## src/common/mem_stage_pkg.sv

```systemverilog
////////////////////////////////////////
// memory stage shared definitions
// data types, microstates, control word layout
// and data cache geometry
////////////////////////////////////////

package mem_stage_pkg;

    localparam int ADDR_W  = 32;
    localparam int DWORD_W = 64;
    localparam int SIZE_W  = 3;
    localparam int UADDR_W = 3;
    localparam int COND_W  = 2;

    typedef logic [ADDR_W-1:0]  addr_t;
    typedef logic [DWORD_W-1:0] dword_t;
    typedef logic [SIZE_W-1:0]  size_t;
    typedef logic [UADDR_W-1:0] uaddr_t;
    typedef logic [COND_W-1:0]  cond_t;

    // access size codes, anything above SZ_8 reads as 8 bytes
    localparam size_t SZ_1 = 3'd0;
    localparam size_t SZ_2 = 3'd1;
    localparam size_t SZ_4 = 3'd2;
    localparam size_t SZ_8 = 3'd3;

    typedef enum uaddr_t {
        U_IDLE  = 3'd0,
        U_REQ0  = 3'd1,
        U_WAIT0 = 3'd2,
        U_REQ1  = 3'd3,
        U_WAIT1 = 3'd4,
        U_DONE  = 3'd5
    } ustate_t;

    // branch conditions tested by the microsequencer
    localparam cond_t COND_NONE      = 2'd0;
    localparam cond_t COND_START     = 2'd1;
    localparam cond_t COND_REQ_READY = 2'd2;
    localparam cond_t COND_DP_VALID  = 2'd3;

    // control word: jump | cond | alt | req | dp_ready | ld0 | ld1 | done
    localparam int UWORD_W         = 13;
    localparam int UW_JUMP_LSB     = 10;
    localparam int UW_COND_LSB     = 8;
    localparam int UW_ALT_LSB      = 5;
    localparam int UW_RD_REQ_VALID = 4;
    localparam int UW_RD_DP_READY  = 3;
    localparam int UW_LD_OP0       = 2;
    localparam int UW_LD_OP1       = 1;
    localparam int UW_DONE         = 0;

    typedef logic [UWORD_W-1:0] uword_t;

    // one doubleword per line, index from address bits 6:3
    localparam int DC_LINES     = 16;
    localparam int DC_INDEX_W   = 4;
    localparam int DC_TAG_W     = 25;
    localparam int DC_LAT_W     = 3;
    localparam int HIT_LATENCY  = 1;
    localparam int MISS_LATENCY = 6;
    localparam logic [31:0] BACKING_KEY = 32'h5a5a5a5a;

    typedef logic [DC_INDEX_W-1:0] index_t;
    typedef logic [DC_TAG_W-1:0]   tag_t;
    typedef logic [DC_LAT_W-1:0]   lat_t;

endpackage

```

## src/dcache_interface/dcache_ctrl_store.sv

```systemverilog
////////////////////////////////////////
// dcache interface control store
// microstate to control word table
////////////////////////////////////////

`timescale 1ns/100ps

module dcache_ctrl_store (
    input  mem_stage_pkg::uaddr_t uaddr,
    output mem_stage_pkg::uword_t uword
);
    import mem_stage_pkg::*;

    function automatic uword_t make_word(
        input uaddr_t jump,
        input cond_t  cond,
        input uaddr_t alt,
        input logic   req,
        input logic   dp_ready,
        input logic   ld0,
        input logic   ld1,
        input logic   done
    );
        uword_t w;
        w = '0;
        w[UW_JUMP_LSB +: UADDR_W] = jump;
        w[UW_COND_LSB +: COND_W]  = cond;
        w[UW_ALT_LSB +: UADDR_W]  = alt;
        w[UW_RD_REQ_VALID]        = req;
        w[UW_RD_DP_READY]         = dp_ready;
        w[UW_LD_OP0]              = ld0;
        w[UW_LD_OP1]              = ld1;
        w[UW_DONE]                = done;
        return w;
    endfunction

    // rom contents, alt is taken when cond holds
    always_comb begin
        case (uaddr)
            U_IDLE:  uword = make_word(U_IDLE, COND_START, U_REQ0,
                                       1'b0, 1'b0, 1'b0, 1'b0, 1'b0);
            U_REQ0:  uword = make_word(U_REQ0, COND_REQ_READY, U_WAIT0,
                                       1'b1, 1'b0, 1'b0, 1'b0, 1'b0);
            U_WAIT0: uword = make_word(U_WAIT0, COND_DP_VALID, U_DONE,
                                       1'b0, 1'b1, 1'b1, 1'b0, 1'b0);
            U_REQ1:  uword = make_word(U_REQ1, COND_REQ_READY, U_WAIT1,
                                       1'b1, 1'b0, 1'b0, 1'b0, 1'b0);
            U_WAIT1: uword = make_word(U_WAIT1, COND_DP_VALID, U_DONE,
                                       1'b0, 1'b1, 1'b0, 1'b1, 1'b0);
            U_DONE:  uword = make_word(U_IDLE, COND_NONE, U_IDLE,
                                       1'b0, 1'b0, 1'b0, 1'b0, 1'b1);
            // unused microaddresses fall back to idle
            default: uword = make_word(U_IDLE, COND_NONE, U_IDLE,
                                       1'b0, 1'b0, 1'b0, 1'b0, 1'b0);
        endcase
    end

endmodule

```

## src/dcache_interface/dcache_microsequencer.sv

```systemverilog
////////////////////////////////////////
// dcache interface microsequencer
// microaddress register and branch select
////////////////////////////////////////

`timescale 1ns/100ps

module dcache_microsequencer (
    input  logic                  clk,
    input  logic                  rst,
    input  mem_stage_pkg::uaddr_t jump,
    input  mem_stage_pkg::uaddr_t alt,
    input  mem_stage_pkg::cond_t  cond,
    input  logic                  start,
    input  logic                  rd_req_ready,
    input  logic                  rd_dp_valid,
    input  logic                  op1_valid,
    output mem_stage_pkg::uaddr_t uaddr
);
    import mem_stage_pkg::*;

    logic   cond_true;
    uaddr_t next_uaddr;

    always_comb begin
        case (cond)
            COND_NONE:      cond_true = 1'b0;
            COND_START:     cond_true = start;
            COND_REQ_READY: cond_true = rd_req_ready;
            COND_DP_VALID:  cond_true = rd_dp_valid;
            default:        cond_true = 1'b0;
        endcase
    end

    always_comb begin
        next_uaddr = cond_true ? alt : jump;
        // op0 captured, go fetch op1 if the requester asked for it
        if (uaddr == U_WAIT0 && cond_true && op1_valid) begin
            next_uaddr = U_REQ1;
        end
    end

    always_ff @(posedge clk) begin
        if (rst) begin
            uaddr <= U_IDLE;
        end else begin
            uaddr <= next_uaddr;
        end
    end

endmodule

```

## src/dcache_interface/dcache_interface.sv

```systemverilog
////////////////////////////////////////
// dcache interface top
// start detect, address select, alignment
// and the op0/op1 data registers
////////////////////////////////////////

`timescale 1ns/100ps

module dcache_interface (
    input  logic                  clk,
    input  logic                  rst,
    input  logic                  a_valid,
    input  logic                  op0_valid,
    input  logic                  op1_valid,
    input  mem_stage_pkg::addr_t  op0_address,
    input  mem_stage_pkg::addr_t  op1_address,
    input  mem_stage_pkg::size_t  size,
    output mem_stage_pkg::dword_t op0_data,
    output mem_stage_pkg::dword_t op1_data,
    output logic                  a_ready,
    output logic                  e_valid,
    output logic                  rd_req_valid,
    input  logic                  rd_req_ready,
    output mem_stage_pkg::addr_t  rd_req_address,
    input  logic                  rd_dp_valid,
    output logic                  rd_dp_ready,
    input  mem_stage_pkg::dword_t rd_dp_read_data
);
    import mem_stage_pkg::*;

    uaddr_t uaddr;
    uword_t uword;
    uaddr_t jump;
    uaddr_t alt_field;
    uaddr_t alt;
    cond_t  cond;
    logic   ld_op0;
    logic   ld_op1;
    logic   done;
    logic   start;
    logic   op1_phase;
    addr_t  cur_addr;
    dword_t shifted;
    dword_t aligned;

    dcache_ctrl_store ctrl_store_inst (
        .uaddr (uaddr),
        .uword (uword)
    );

    // control word fields
    assign jump         = uword[UW_JUMP_LSB +: UADDR_W];
    assign cond         = uword[UW_COND_LSB +: COND_W];
    assign alt_field    = uword[UW_ALT_LSB +: UADDR_W];
    assign rd_req_valid = uword[UW_RD_REQ_VALID];
    assign rd_dp_ready  = uword[UW_RD_DP_READY];
    assign ld_op0       = uword[UW_LD_OP0];
    assign ld_op1       = uword[UW_LD_OP1];
    assign done         = uword[UW_DONE];
    assign a_ready      = done;
    assign e_valid      = done;

    assign start = a_valid && (op0_valid || op1_valid);

    // start branch skips op0 when only op1 is requested
    assign alt = (uaddr == U_IDLE && !op0_valid) ? U_REQ1 : alt_field;

    dcache_microsequencer useq_inst (
        .clk          (clk),
        .rst          (rst),
        .jump         (jump),
        .alt          (alt),
        .cond         (cond),
        .start        (start),
        .rd_req_ready (rd_req_ready),
        .rd_dp_valid  (rd_dp_valid),
        .op1_valid    (op1_valid),
        .uaddr        (uaddr)
    );

    // address mux by microstate
    assign op1_phase      = (uaddr == U_REQ1) || (uaddr == U_WAIT1);
    assign cur_addr       = op1_phase ? op1_address : op0_address;
    assign rd_req_address = cur_addr;

    // byte offset shift then zero extend to the access size
    assign shifted = rd_dp_read_data >> {cur_addr[2:0], 3'b000};

    always_comb begin
        case (size)
            SZ_1:    aligned = {56'h0, shifted[7:0]};
            SZ_2:    aligned = {48'h0, shifted[15:0]};
            SZ_4:    aligned = {32'h0, shifted[31:0]};
            SZ_8:    aligned = shifted;
            default: aligned = shifted;
        endcase
    end

    // mdr pair, load only on a response transfer
    always_ff @(posedge clk) begin
        if (rst) begin
            op0_data <= '0;
            op1_data <= '0;
        end else begin
            if (ld_op0 && rd_dp_valid) begin
                op0_data <= aligned;
            end
            if (ld_op1 && rd_dp_valid) begin
                op1_data <= aligned;
            end
        end
    end

endmodule

```

## src/dcache/dcache.sv

```systemverilog
////////////////////////////////////////
// read-only direct-mapped data cache
// tag compare, latency counter, backing store
////////////////////////////////////////

`timescale 1ns/100ps

module dcache (
    input  logic                  clk,
    input  logic                  rst,
    input  logic                  rd_req_valid,
    output logic                  rd_req_ready,
    input  mem_stage_pkg::addr_t  rd_req_address,
    output logic                  rd_dp_valid,
    input  logic                  rd_dp_ready,
    output mem_stage_pkg::dword_t rd_dp_read_data
);
    import mem_stage_pkg::*;

    logic [DC_LINES-1:0] line_valid;
    tag_t                tag_mem  [DC_LINES];
    dword_t              data_mem [DC_LINES];

    logic   busy;
    lat_t   lat_cnt;
    dword_t resp_data;
    index_t req_index;
    tag_t   req_tag;
    logic   req_hit;
    logic   req_fire;
    logic   resp_fire;
    dword_t fill_data;

    // backing memory: upper half is the doubleword number xor key
    function automatic dword_t backing_word(input addr_t addr);
        logic [31:0] w;
        w = {3'b000, addr[31:3]};
        return {w ^ BACKING_KEY, w};
    endfunction

    assign req_index = rd_req_address[DC_INDEX_W+2:3];
    assign req_tag   = rd_req_address[ADDR_W-1:ADDR_W-DC_TAG_W];
    assign req_hit   = line_valid[req_index] && (tag_mem[req_index] == req_tag);
    assign fill_data = backing_word(rd_req_address);

    assign rd_req_ready    = !busy;
    assign req_fire        = rd_req_valid && rd_req_ready;
    assign rd_dp_valid     = busy && (lat_cnt == '0);
    assign resp_fire       = rd_dp_valid && rd_dp_ready;
    assign rd_dp_read_data = resp_data;

    always_ff @(posedge clk) begin
        if (rst) begin
            busy       <= 1'b0;
            lat_cnt    <= '0;
            line_valid <= '0;
        end else begin
            if (req_fire) begin
                busy    <= 1'b1;
                lat_cnt <= req_hit ? lat_t'(HIT_LATENCY) : lat_t'(MISS_LATENCY);
                if (!req_hit) begin
                    line_valid[req_index] <= 1'b1;
                end
            end else if (busy) begin
                if (lat_cnt != '0) begin
                    lat_cnt <= lat_cnt - 1'b1;
                end else if (resp_fire) begin
                    busy <= 1'b0;
                end
            end
        end
    end

    // line fill and response capture at acceptance
    always_ff @(posedge clk) begin
        if (req_fire) begin
            resp_data <= req_hit ? data_mem[req_index] : fill_data;
            if (!req_hit) begin
                tag_mem[req_index]  <= req_tag;
                data_mem[req_index] <= fill_data;
            end
        end
    end

endmodule

```

## src/source/mem_stage_top.sv

```systemverilog
////////////////////////////////////////
// memory stage operand load top
// dcache interface wired to the data cache
////////////////////////////////////////

`timescale 1ns/100ps

module mem_stage_top (
    input  logic                  clk,
    input  logic                  rst,
    input  logic                  a_valid,
    input  logic                  op0_valid,
    input  logic                  op1_valid,
    input  mem_stage_pkg::addr_t  op0_address,
    input  mem_stage_pkg::addr_t  op1_address,
    input  mem_stage_pkg::size_t  size,
    output mem_stage_pkg::dword_t op0_data,
    output mem_stage_pkg::dword_t op1_data,
    output logic                  a_ready,
    output logic                  e_valid
);
    import mem_stage_pkg::*;

    logic   rd_req_valid;
    logic   rd_req_ready;
    addr_t  rd_req_address;
    logic   rd_dp_valid;
    logic   rd_dp_ready;
    dword_t rd_dp_read_data;

    dcache_interface dcache_interface_inst (
        .clk             (clk),
        .rst             (rst),
        .a_valid         (a_valid),
        .op0_valid       (op0_valid),
        .op1_valid       (op1_valid),
        .op0_address     (op0_address),
        .op1_address     (op1_address),
        .size            (size),
        .op0_data        (op0_data),
        .op1_data        (op1_data),
        .a_ready         (a_ready),
        .e_valid         (e_valid),
        .rd_req_valid    (rd_req_valid),
        .rd_req_ready    (rd_req_ready),
        .rd_req_address  (rd_req_address),
        .rd_dp_valid     (rd_dp_valid),
        .rd_dp_ready     (rd_dp_ready),
        .rd_dp_read_data (rd_dp_read_data)
    );

    dcache dcache_inst (
        .clk             (clk),
        .rst             (rst),
        .rd_req_valid    (rd_req_valid),
        .rd_req_ready    (rd_req_ready),
        .rd_req_address  (rd_req_address),
        .rd_dp_valid     (rd_dp_valid),
        .rd_dp_ready     (rd_dp_ready),
        .rd_dp_read_data (rd_dp_read_data)
    );

endmodule

```

## config.mk

```make
export PLATFORM = sky130hd
export DESIGN_NAME = mem_stage_top
export DESIGN_NICKNAME = d
export VERILOG_FILES = /design/src/common/mem_stage_pkg.sv /design/src/dcache_interface/dcache_ctrl_store.sv /design/src/dcache_interface/dcache_microsequencer.sv /design/src/dcache_interface/dcache_interface.sv /design/src/dcache/dcache.sv /design/src/source/mem_stage_top.sv
export SDC_FILE = /design/constraint.sdc
export NUM_CORES = 1
export LEC_CHECK = 0
export BUFFER_PORTS_ARGS = -buffer_cell sky130_fd_sc_hd__buf_2
export CAP_MARGIN = 30
export CORE_AREA = 2 2 453 343
export CTS_BUF_LIST = sky130_fd_sc_hd__clkbuf_16
export CTS_CLUSTER_SIZE = 16
export DETAILED_ROUTE_END_ITERATION = 8
export DIE_AREA = 0 0 455 345
export GPL_TIMING_DRIVEN = 0
export PLACE_DENSITY = 0.47
export SYNTH_ARGS = -nofsm -noshare
export SYNTH_HDL_FRONTEND = slang
export SYNTH_SLANG_ARGS = --single-unit
```

## constraint.sdc

```tcl
create_clock -name clk -period 12.2 [get_ports clk]
set_clock_uncertainty 0.15 [all_clocks]
set_input_delay 0.61 -clock clk [delete_from_list [all_inputs] [get_ports clk]]
set_output_delay 0.61 -clock clk [all_outputs]
set_load 0.03 [all_outputs]
```

==> run_results.csv, run 1 <==
group,metric,value,unit
route,drc_errors,0,
final_layout,final_common_cell,"nand2_1",
critical_path,crit_start,"dcache_interface_inst.useq_inst.uaddr[2]",
clock_tree,ctsHoldBuffers,0,
clock_tree,cts.sinks,895,
clock_tree,htreeDepth,3,
placement,dp_hpwl,104000,um
grt,met3_usage,3.50,%
critical_path,crit_arrival,7.54,ns
placement,dp_slack,4.89,ns
logic_synthesis,async_flop_share,0,%
critical_path,path_cells,"buf_2 > or3b_1 > buf_2 > nand2_1 > buf_2 > buf_2 > mux2i_4 > inv_1 > xnor2_1 > nand4_1 > a21oi_1 > o221ai_1 > o31ai_4 > or3_1 > nor2_4 > buf_12 > buf_16",
logic_synthesis,synthDistinctLibCells,72,
placement,portBuffers,196,
logic_synthesis,synth_top_family_by_area,"simple AND/OR/NAND/NOR gates",
clock_tree,clk_pin_slew,0.07,ns
clock_tree,cts_setup_buffers,0,
logic_synthesis,synth-simple-area-share,15.7,%
route,via_per_inst,5.02,
logic_synthesis,ys_warn_count,0,
timing,period_needed,7.30,ns
timing,drv_slew,0,
run,maxCapViolCount,0,
final_layout,nets,3659,
logic_synthesis,synth.top_cell.area_share,59.3,%
grt,grt_pass1_vias,26800,
logic_synthesis,synth_xor_area_share,1.18,%
grt,grtUsageMet1,27.6,%
placement,placed_cell_area,0.0426,sq mm
timing,clock.fmax,137,MHz
final_layout,design_area,0.0452,sq mm
logic_synthesis,ys.flop_type,"edfxtp_1",
floorplanning,die_area,0.157,sq mm
power,power_density,212,mW/mm^2
timing,rsz0062_at_grt,"false",
critical_path,crit_slowest_cell,"mux2i_4",
final_layout,insertedDiodeCount,0,
grt,grt_use_met2,26.7,%
critical_path,crit_path_frequent_cell,"buf_2",
critical_path,crit_fanout,20,
critical_path,critical_path_class,"flop to flop",
logic_synthesis,synth_compound_area_share,8.58,%
grt,grt_start_max_net_pins,37,
final_layout,final_cell_mix,"nand2_1 (775), edfxtp_1 (748), buf_2 (244)",
timing,min_period_over_period,59.9,%
critical_path,slowest_delay,0.89,ns
power,p_leak,16.0,nW
floorplanning,core-area,0.153,sq mm
route,num_vias,28600,
timing,slew_headroom,11.8,%
clock_tree,cts_tree,"yes",
logic_synthesis,synth_edf_count,748,
hold_path,worstHoldPathType,"input port to flop",
final_layout,final_layout_size_suffix_gt1_share,13.7,%
logic_synthesis,ys_ff_latch,895,
grt,gr-total-overflow,0,
clock_tree,clk-insertion-delay-late,0.71,ns
logic_synthesis,netlist_area,0.0379,sq mm
grt,grt_pass1_wl,206000,um
grt,track_usage,18.2,%
clock_tree,clock-root-buffer,"clkbuf_16",
logic_synthesis,muxShareOfSynthArea,4.17,%
route,routed_wl,147000,um
critical_path,cp-start-kind,"flop",
timing,setup_violations,0,
hold_path,min_from,"op1_address[9]",
clock_tree,cts_buffers,87,
route,dr.pass1.iters,6,
floorplanning,std_cell_rows,125,
logic_synthesis,synth.avg_cell_area,11.7,sq um
route,wire_per_inst,25.9,um
critical_path,critPathRequiredTime,12.43,ns
floorplanning,start_util,24.7,%
grt,grt_busiest_layer,"met1",
status,status,"finished, final reports clean",
power,vdd_drop_max,0.000113,V
final_layout,final_core_util,29.5,%
route,detail-route-antenna-nets,0,
placement,place.gp.congestion,0.919,
logic_synthesis,synth.area.top_cells,"edfxtp_1 (59%), dfxtp_1 (7.8%), nand2_1 (7.7%), mux2i_1 (3.8%), a21oi_1 (2.5%)",
logic_synthesis,syn_inst,3240,
logic_synthesis,seq_area_frac_synth,67.1,%
logic_synthesis,synthAdderAreaFrac,0.0661,%
floorplanning,die_x,455,um
logic_synthesis,yosysTopAreaCell,"edfxtp_1",
timing,hold_viol,0,
critical_path,worstSetupEndpointType,"flop",
floorplanning,die_h,345,um
critical_path,r2r_start,"dcache_interface_inst.useq_inst.uaddr[2]",
clock_tree,max-clock-path-buffers,3,
route,initialDrtViolationCount,3837,
final_layout,area_delta_synth_final,19.5,%
clock_tree,cts-resized-gates,0,
floorplanning,ios,202,
grt,antenna_found_initial,4,
timing,fin_ws,4.90,ns
timing,worst_pin_slew,1.32,ns
-- final cells by class --
type / instances / area, sq um
fillers: 15700 / 108000
plain buffers: 235 / 1090
well taps: 2032 / 2540
clock buffers: 89 / 2230
clock inverters: 71 / 445
repair buffers: 253 / 1970
inverters: 33 / 125
flip-flops and latches: 895 / 25400
multi-input cells: 2080 / 11400
-- stage by stage --
stage	setup TNS, ns	instances	hold slack, ns	power [mW]
after floorplan	0	3243	0.298	5.45
after global placement	-615.19	5471	0.299	6.86
after detailed placement	0	5526	0.299	6.95
after CTS	0	5686	0.102	9.56
after global routing	0	5688	0.115	9.92
final	0	5688	0.128	9.61
-- registers in the layout (all words and copies together) (netlist names) --
| signal | count |
|---|---|
| dcache_inst.tag_mem | 384 |
| dcache_inst.data_mem | 320 |
| dcache_interface_inst.op0_data | 62 |
| dcache_interface_inst.op1_data | 62 |
| dcache_inst.rd_dp_read_data | 44 |
| dcache_inst.line_valid | 16 |
| dcache_inst.lat_cnt | 3 |
| dcache_interface_inst.useq_inst.uaddr | 3 |
| dcache_inst.busy | 1 |
-- synth_stat cells, drive strengths merged (11+ instances only) --
master	number
mux2i	142
o21ai	50
clkbuf	125
a21oi	186
nand3	176
edfxtp	748
a211oi	13
a2111oi	28
nor2	216
dfxtp	147
nor4	11
a22o	16
inv	31
and3	97
mux2	14
nor3	32
xnor2	48
a311oi	63
a31oi	60
nand2	776
nand4	34
buf	110
-- power by group --
group	switching, mW	internal, mW	leakage, nW	total [mW]
Clock	1.24	1.39	1.38	2.64
Sequential	0.103	3.66	7.93	3.76
Combinational	2.36	0.846	6.65	3.21
Total	3.71	5.90	16.0	9.61
-- path summary, 6_finish.rpt --
| check | slack [ns] | end | cells after the start |
|---|---|---|---|
| setup / recovery | 4.90 | dcache_inst.tag_mem[10][7] | 17 |
| hold / removal | 0.13 | dcache_inst.data_mem[6][35] | 2 |
| setup reg to reg | 4.90 | dcache_inst.tag_mem[10][7] | 17 |
| hold reg to reg | 0.31 | dcache_interface_inst.op0_data[55] | 2 |
-- kinds of logic (layout without fill, tap and decap cells) --
group           Yosys count  count (layout)
compound gates          490             490
xor+xnor                 51              51
fa+ha+maj                 2               2
buf+inv                 268             681
flops                   895             895
mux                     156             156
other cells               1               4
simple gates           1377            1377
-- critical path: cells and delay by family (launching register included) --
family          cells  cell delay [ns]
flops               1             0.32
buf+inv             7             2.66
mux                 1             0.89
simple gates        5             1.91
compound gates      3             0.60
xor+xnor            1             0.34
-- layer usage --
metal	share of wire [%]	vias to the layer above	routed length, um
li1	-	12500	-
met1	46	14500	67400
met2	43	1403	62700
met3	9.4	165	13800
met4	2.2	0	3190
met5	0	-	0
No activity file was read; power rests on OpenSTA's default activity.
==> inputs of run 2 (changes only) <==
--- a/config.mk
+++ b/config.mk
@@ -5,13 +5,14 @@
 export SDC_FILE = /design/constraint.sdc
 export NUM_CORES = 1
 export LEC_CHECK = 0
+export ABC_AREA = 1
 export BUFFER_PORTS_ARGS = -buffer_cell sky130_fd_sc_hd__buf_2
 export CAP_MARGIN = 30
-export CORE_AREA = 2 2 453 343
+export CORE_AREA = 2 2 452 342
 export CTS_BUF_LIST = sky130_fd_sc_hd__clkbuf_16
 export CTS_CLUSTER_SIZE = 16
 export DETAILED_ROUTE_END_ITERATION = 8
-export DIE_AREA = 0 0 455 345
+export DIE_AREA = 0 0 454 344
 export GPL_TIMING_DRIVEN = 0
 export PLACE_DENSITY = 0.47
 export SYNTH_ARGS = -nofsm -noshare
==> constraint.sdc (replaced) <==
create_clock -name clk -period 7.28 [get_ports clk]
set_clock_uncertainty 0.15 [all_clocks]
set_input_delay 0.364 -clock clk [delete_from_list [all_inputs] [get_ports clk]]
set_output_delay 0.364 -clock clk [all_outputs]
set_load 0.03 [all_outputs]
==> run_results.csv, run 2 <==
group,metric,value,unit
timing,slew_headroom,33.5,%
logic_synthesis,seq_area_frac_synth,67.4,%
final_layout,nets,4046,
status,status,"finished, final reports clean",
final_layout,reg.largest.list,"dcache_inst.tag_mem (384), dcache_inst.data_mem (320)",
floorplanning,ios,202,
final_layout,largest_reg_flops,384,
clock_tree,cts-resized-gates,0,
grt,grt_pass1_vias,26300,
logic_synthesis,ys_ff_latch,895,
critical_path,crit_slowest_cell,"nor3_2",
timing,worst_pin_slew,0.987,ns
logic_synthesis,yosysTopAreaCell,"edfxtp_1",
floorplanning,die_x,454,um
run,maxCapViolCount,0,
route,num_vias,28000,
power,p_seq_share,40.3,%
critical_path,path_buf_inv,9,
timing,rsz0062_at_grt,"false",
final_layout,multi_input_area,0.00981,sq mm
critical_path,slowest_delay,0.67,ns
logic_synthesis,synth.area.top_cells,"edfxtp_1 (60%), nand2_1 (10%), dfxtp_1 (7.8%), inv_1 (4.3%), o21ai_0 (4.0%)",
logic_synthesis,synth_edf_count,748,
power,swShare,36.6,%
placement,portBuffers,196,
route,dr.pass1.iters,6,
power,p_comb_share,29.5,%
final_layout,final_common_cell,"nand2_1",
route,drc_errors,0,
clock_tree,cts_buffers,99,
timing,hold_viol,0,
logic_synthesis,ys.flop_type,"edfxtp_1",
power,p_sw,5.77,mW
floorplanning,core-area,0.152,sq mm
critical_path,cp-start-kind,"flop",
power,power_density,347,mW/mm^2
critical_path,crit_path_frequent_cell,"buf_6",
timing,clock.fmax,166,MHz
timing,period_needed,6.02,ns
final_layout,fillerInstances,15700,
timing,setup_violations,0,
logic_synthesis,syn_inst,3609,
floorplanning,die_area,0.156,sq mm
hold_path,hold_path_depth,3,
final_layout,area_delta_synth_final,20.4,%
clock_tree,cts.sinks,895,
grt,gr-total-overflow,0,
floorplanning,die_h,344,um
critical_path,r2r_start,"dcache_interface_inst.useq_inst.uaddr[1]",
critical_path,critical_path_class,"flop to flop",
logic_synthesis,synth.avg_cell_area,10.4,sq um
logic_synthesis,synth_most_common_cell,"nand2_1",
critical_path,crit_fanout,18,
logic_synthesis,synthDistinctLibCells,47,
power,vdd_drop_max,0.000226,V
logic_synthesis,synth.top_cell.area_share,59.6,%
final_layout,final_cell_mix,"nand2_1 (1,026), edfxtp_1 (748), inv_1 (430)",
hold_path,worstHoldPathType,"input port to flop",
placement,placed_cell_area,0.0422,sq mm
final_layout,largest-register,"dcache_inst.tag_mem",
critical_path,crit_arrival,6.24,ns
final_layout,design_area,0.0454,sq mm
route,routed_wl,136000,um
clock_tree,clk-insertion-delay-late,0.69,ns
power,clkPwrFrac,30.3,%
timing,min_period_over_period,82.6,%
power,p_leak,18.2,nW
final_layout,final_layout_size_suffix_gt1_share,13.2,%
critical_path,r2r_setup_slack,1.26,ns
clock_tree,max-clock-path-buffers,3,
clock_tree,clk_pin_slew,0.06,ns
critical_path,critPathRequiredTime,7.51,ns
critical_path,r2r-end,"dcache_inst.tag_mem[10][22]",
clock_tree,clock-root-buffer,"clkbuf_16",
route,via_per_inst,4.61,
route,wire_per_inst,22.4,um
grt,grt_pass1_wl,192000,um
hold_path,min_from,"op1_address[28]",
floorplanning,start_util,24.8,%
critical_path,critPathTopFamily,"buffers and inverters",
final_layout,seq_area,0.0254,sq mm
critical_path,path_cells,"nor2_1 > nand2_2 > nand2_4 > buf_6 > clkbuf_1 > o21ai_1 > buf_4 > inv_1 > nand2_1 > nand2_1 > nor2_1 > nand3_1 > nor2_1 > nand2_2 > nand2_1 > buf_4 > buf_4 > nor3_2 > buf_6 > buf_6 > buf_6",
logic_synthesis,netlist_area,0.0377,sq mm
clock_tree,htreeDepth,3,
placement,dp_hpwl,93100,um
logic_synthesis,ys_warn_count,0,
floorplanning,std_cell_rows,124,
power,p_int,9.98,mW
timing,drv_slew,0,
placement,place.gp.congestion,0.910,
route,initialDrtViolationCount,2719,
route,detail-route-antenna-nets,0,
critical_path,worstSetupEndpointType,"flop",
logic_synthesis,synth_top_cells_by_count,"nand2_1 (1,026), edfxtp_1 (748), inv_1 (427)",
grt,antenna_found_initial,2,
clock_tree,cts_tree,"yes",
grt,track_usage,17.1,%
logic_synthesis,async_flop_share,0,%
grt,grt_start_max_net_pins,45,
hold_path,min_to,"dcache_inst.tag_mem[13][21]",
timing,holdWs,0.0275,ns
final_layout,final_core_util,29.9,%
critical_path,r2r_cells,21,
[run 2: cell types whose count changed in the layout (fill, tap and decap cells not counted), sizes merged, moves of 73 or more]
cell / delta
nand2: +258
mux2i: -134
nor2: -73
a22oi: +151
o21ai: +310
inv: +394
and3: -96
nand3: -131
[run 2: what timing repair did]
action                    4_1_cts  5_1_grt
hold endpoints to repair        9        0
buffers inserted                0        0
hold buffers                    8        0
[run 2: worst reg2reg max path, cell delays in order, from the launching register on]
cell and delay (ns):
dfxtp_1 0.37, nor2_1 0.20, nand2_2 0.18, nand2_4 0.23, buf_6 0.20, clkbuf_1 0.51, o21ai_1 0.42, buf_4 0.30
inv_1 0.48, nand2_1 0.18, nand2_1 0.13, nor2_1 0.06, nand3_1 0.18, nor2_1 0.10, nand2_2 0.15, nand2_1 0.09
buf_4 0.23, buf_4 0.25, nor3_2 0.68, buf_6 0.26, buf_6 0.18, buf_6 0.19
[run 2: cell families (layout without fill, tap and decap cells)]
kind of cell / after synthesis / count (layout) / share of synthesized area, %
and+or+nand+nor: 1284 / 1284 / 13.6
adders and majority gates: 2 / 2 / 0.0664
other: 1 / 6 / 0.00996
muxes: 8 / 8 / 0.213
DFF: 895 / 895 / 67.4
buffers and inverters: 637 / 1078 / 6.79
AOI/OAI and AO/OA: 782 / 782 / 11.9
[run 2: worst max path at each step]
stage,from,cells after the start,slack [ns],endpoint
detailed placement,dcache_interface_inst.useq_inst.uaddr[1],21,1.36,dcache_inst.data_mem[10][28]
finish,dcache_interface_inst.useq_inst.uaddr[1],21,1.26,dcache_inst.tag_mem[10][22]
global placement,dcache_interface_inst.useq_inst.uaddr[1],18,-7.41,dcache_inst.tag_mem[10][15]
global route,dcache_interface_inst.useq_inst.uaddr[1],21,0.91,dcache_inst.data_mem[10][28]
CTS,dcache_interface_inst.useq_inst.uaddr[1],21,1.34,dcache_inst.data_mem[10][28]
floorplan,dcache_interface_inst.useq_inst.uaddr[1],18,0.40,dcache_inst.data_mem[10][1]
[run 2: final cells by class]
cell class	count	area share [%]
Sequential cell	895	56.0
Clock inverter	82	1.20
Tap cell	2016	5.56
Antenna cell	2	0.0110
Clock buffer	100	5.52
Buffer	202	2.03
Multi-Input combinational cell	2080	21.6
Inverter	435	3.68
Timing Repair Buffer	259	4.39
[run 2: stage by stage]
stage | setup slack [ns] | total power [mW] | std cells | TNS, ns
finish | 1.26 | 15.8 | 6071 | 0
global route | 0.910 | 16.4 | 6071 | 0
CTS | 1.34 | 15.8 | 6066 | 0
detailed placement | 1.36 | 11.0 | 5876 | 0
global placement | -7.41 | 10.9 | 5824 | -1670.67
floorplan | 0.400 | 8.81 | 3612 | 0
[run 2: per-layer routing]
layer | global-route usage, % | vias up | routed length, um
met2 | 25.9 | 1058 | 59600
met3 | 4.29 | 219 | 11300
met5 | 0 | - | 0
met1 | 23.7 | 13700 | 60800
li1 | - | 13000 | -
met4 | 5.45 | 0 | 4440
[run 2: power groups by stage]
stage / clock (mW) / combinational (mW) / sequential, mW
floorplan: 0 / 2.34 / 6.47
global route: 5.04 / 5.00 / 6.37
CTS: 4.85 / 4.60 / 6.34
global placement: 0 / 4.39 / 6.50
detailed placement: 0 / 4.58 / 6.45
finish: 4.77 / 4.64 / 6.34
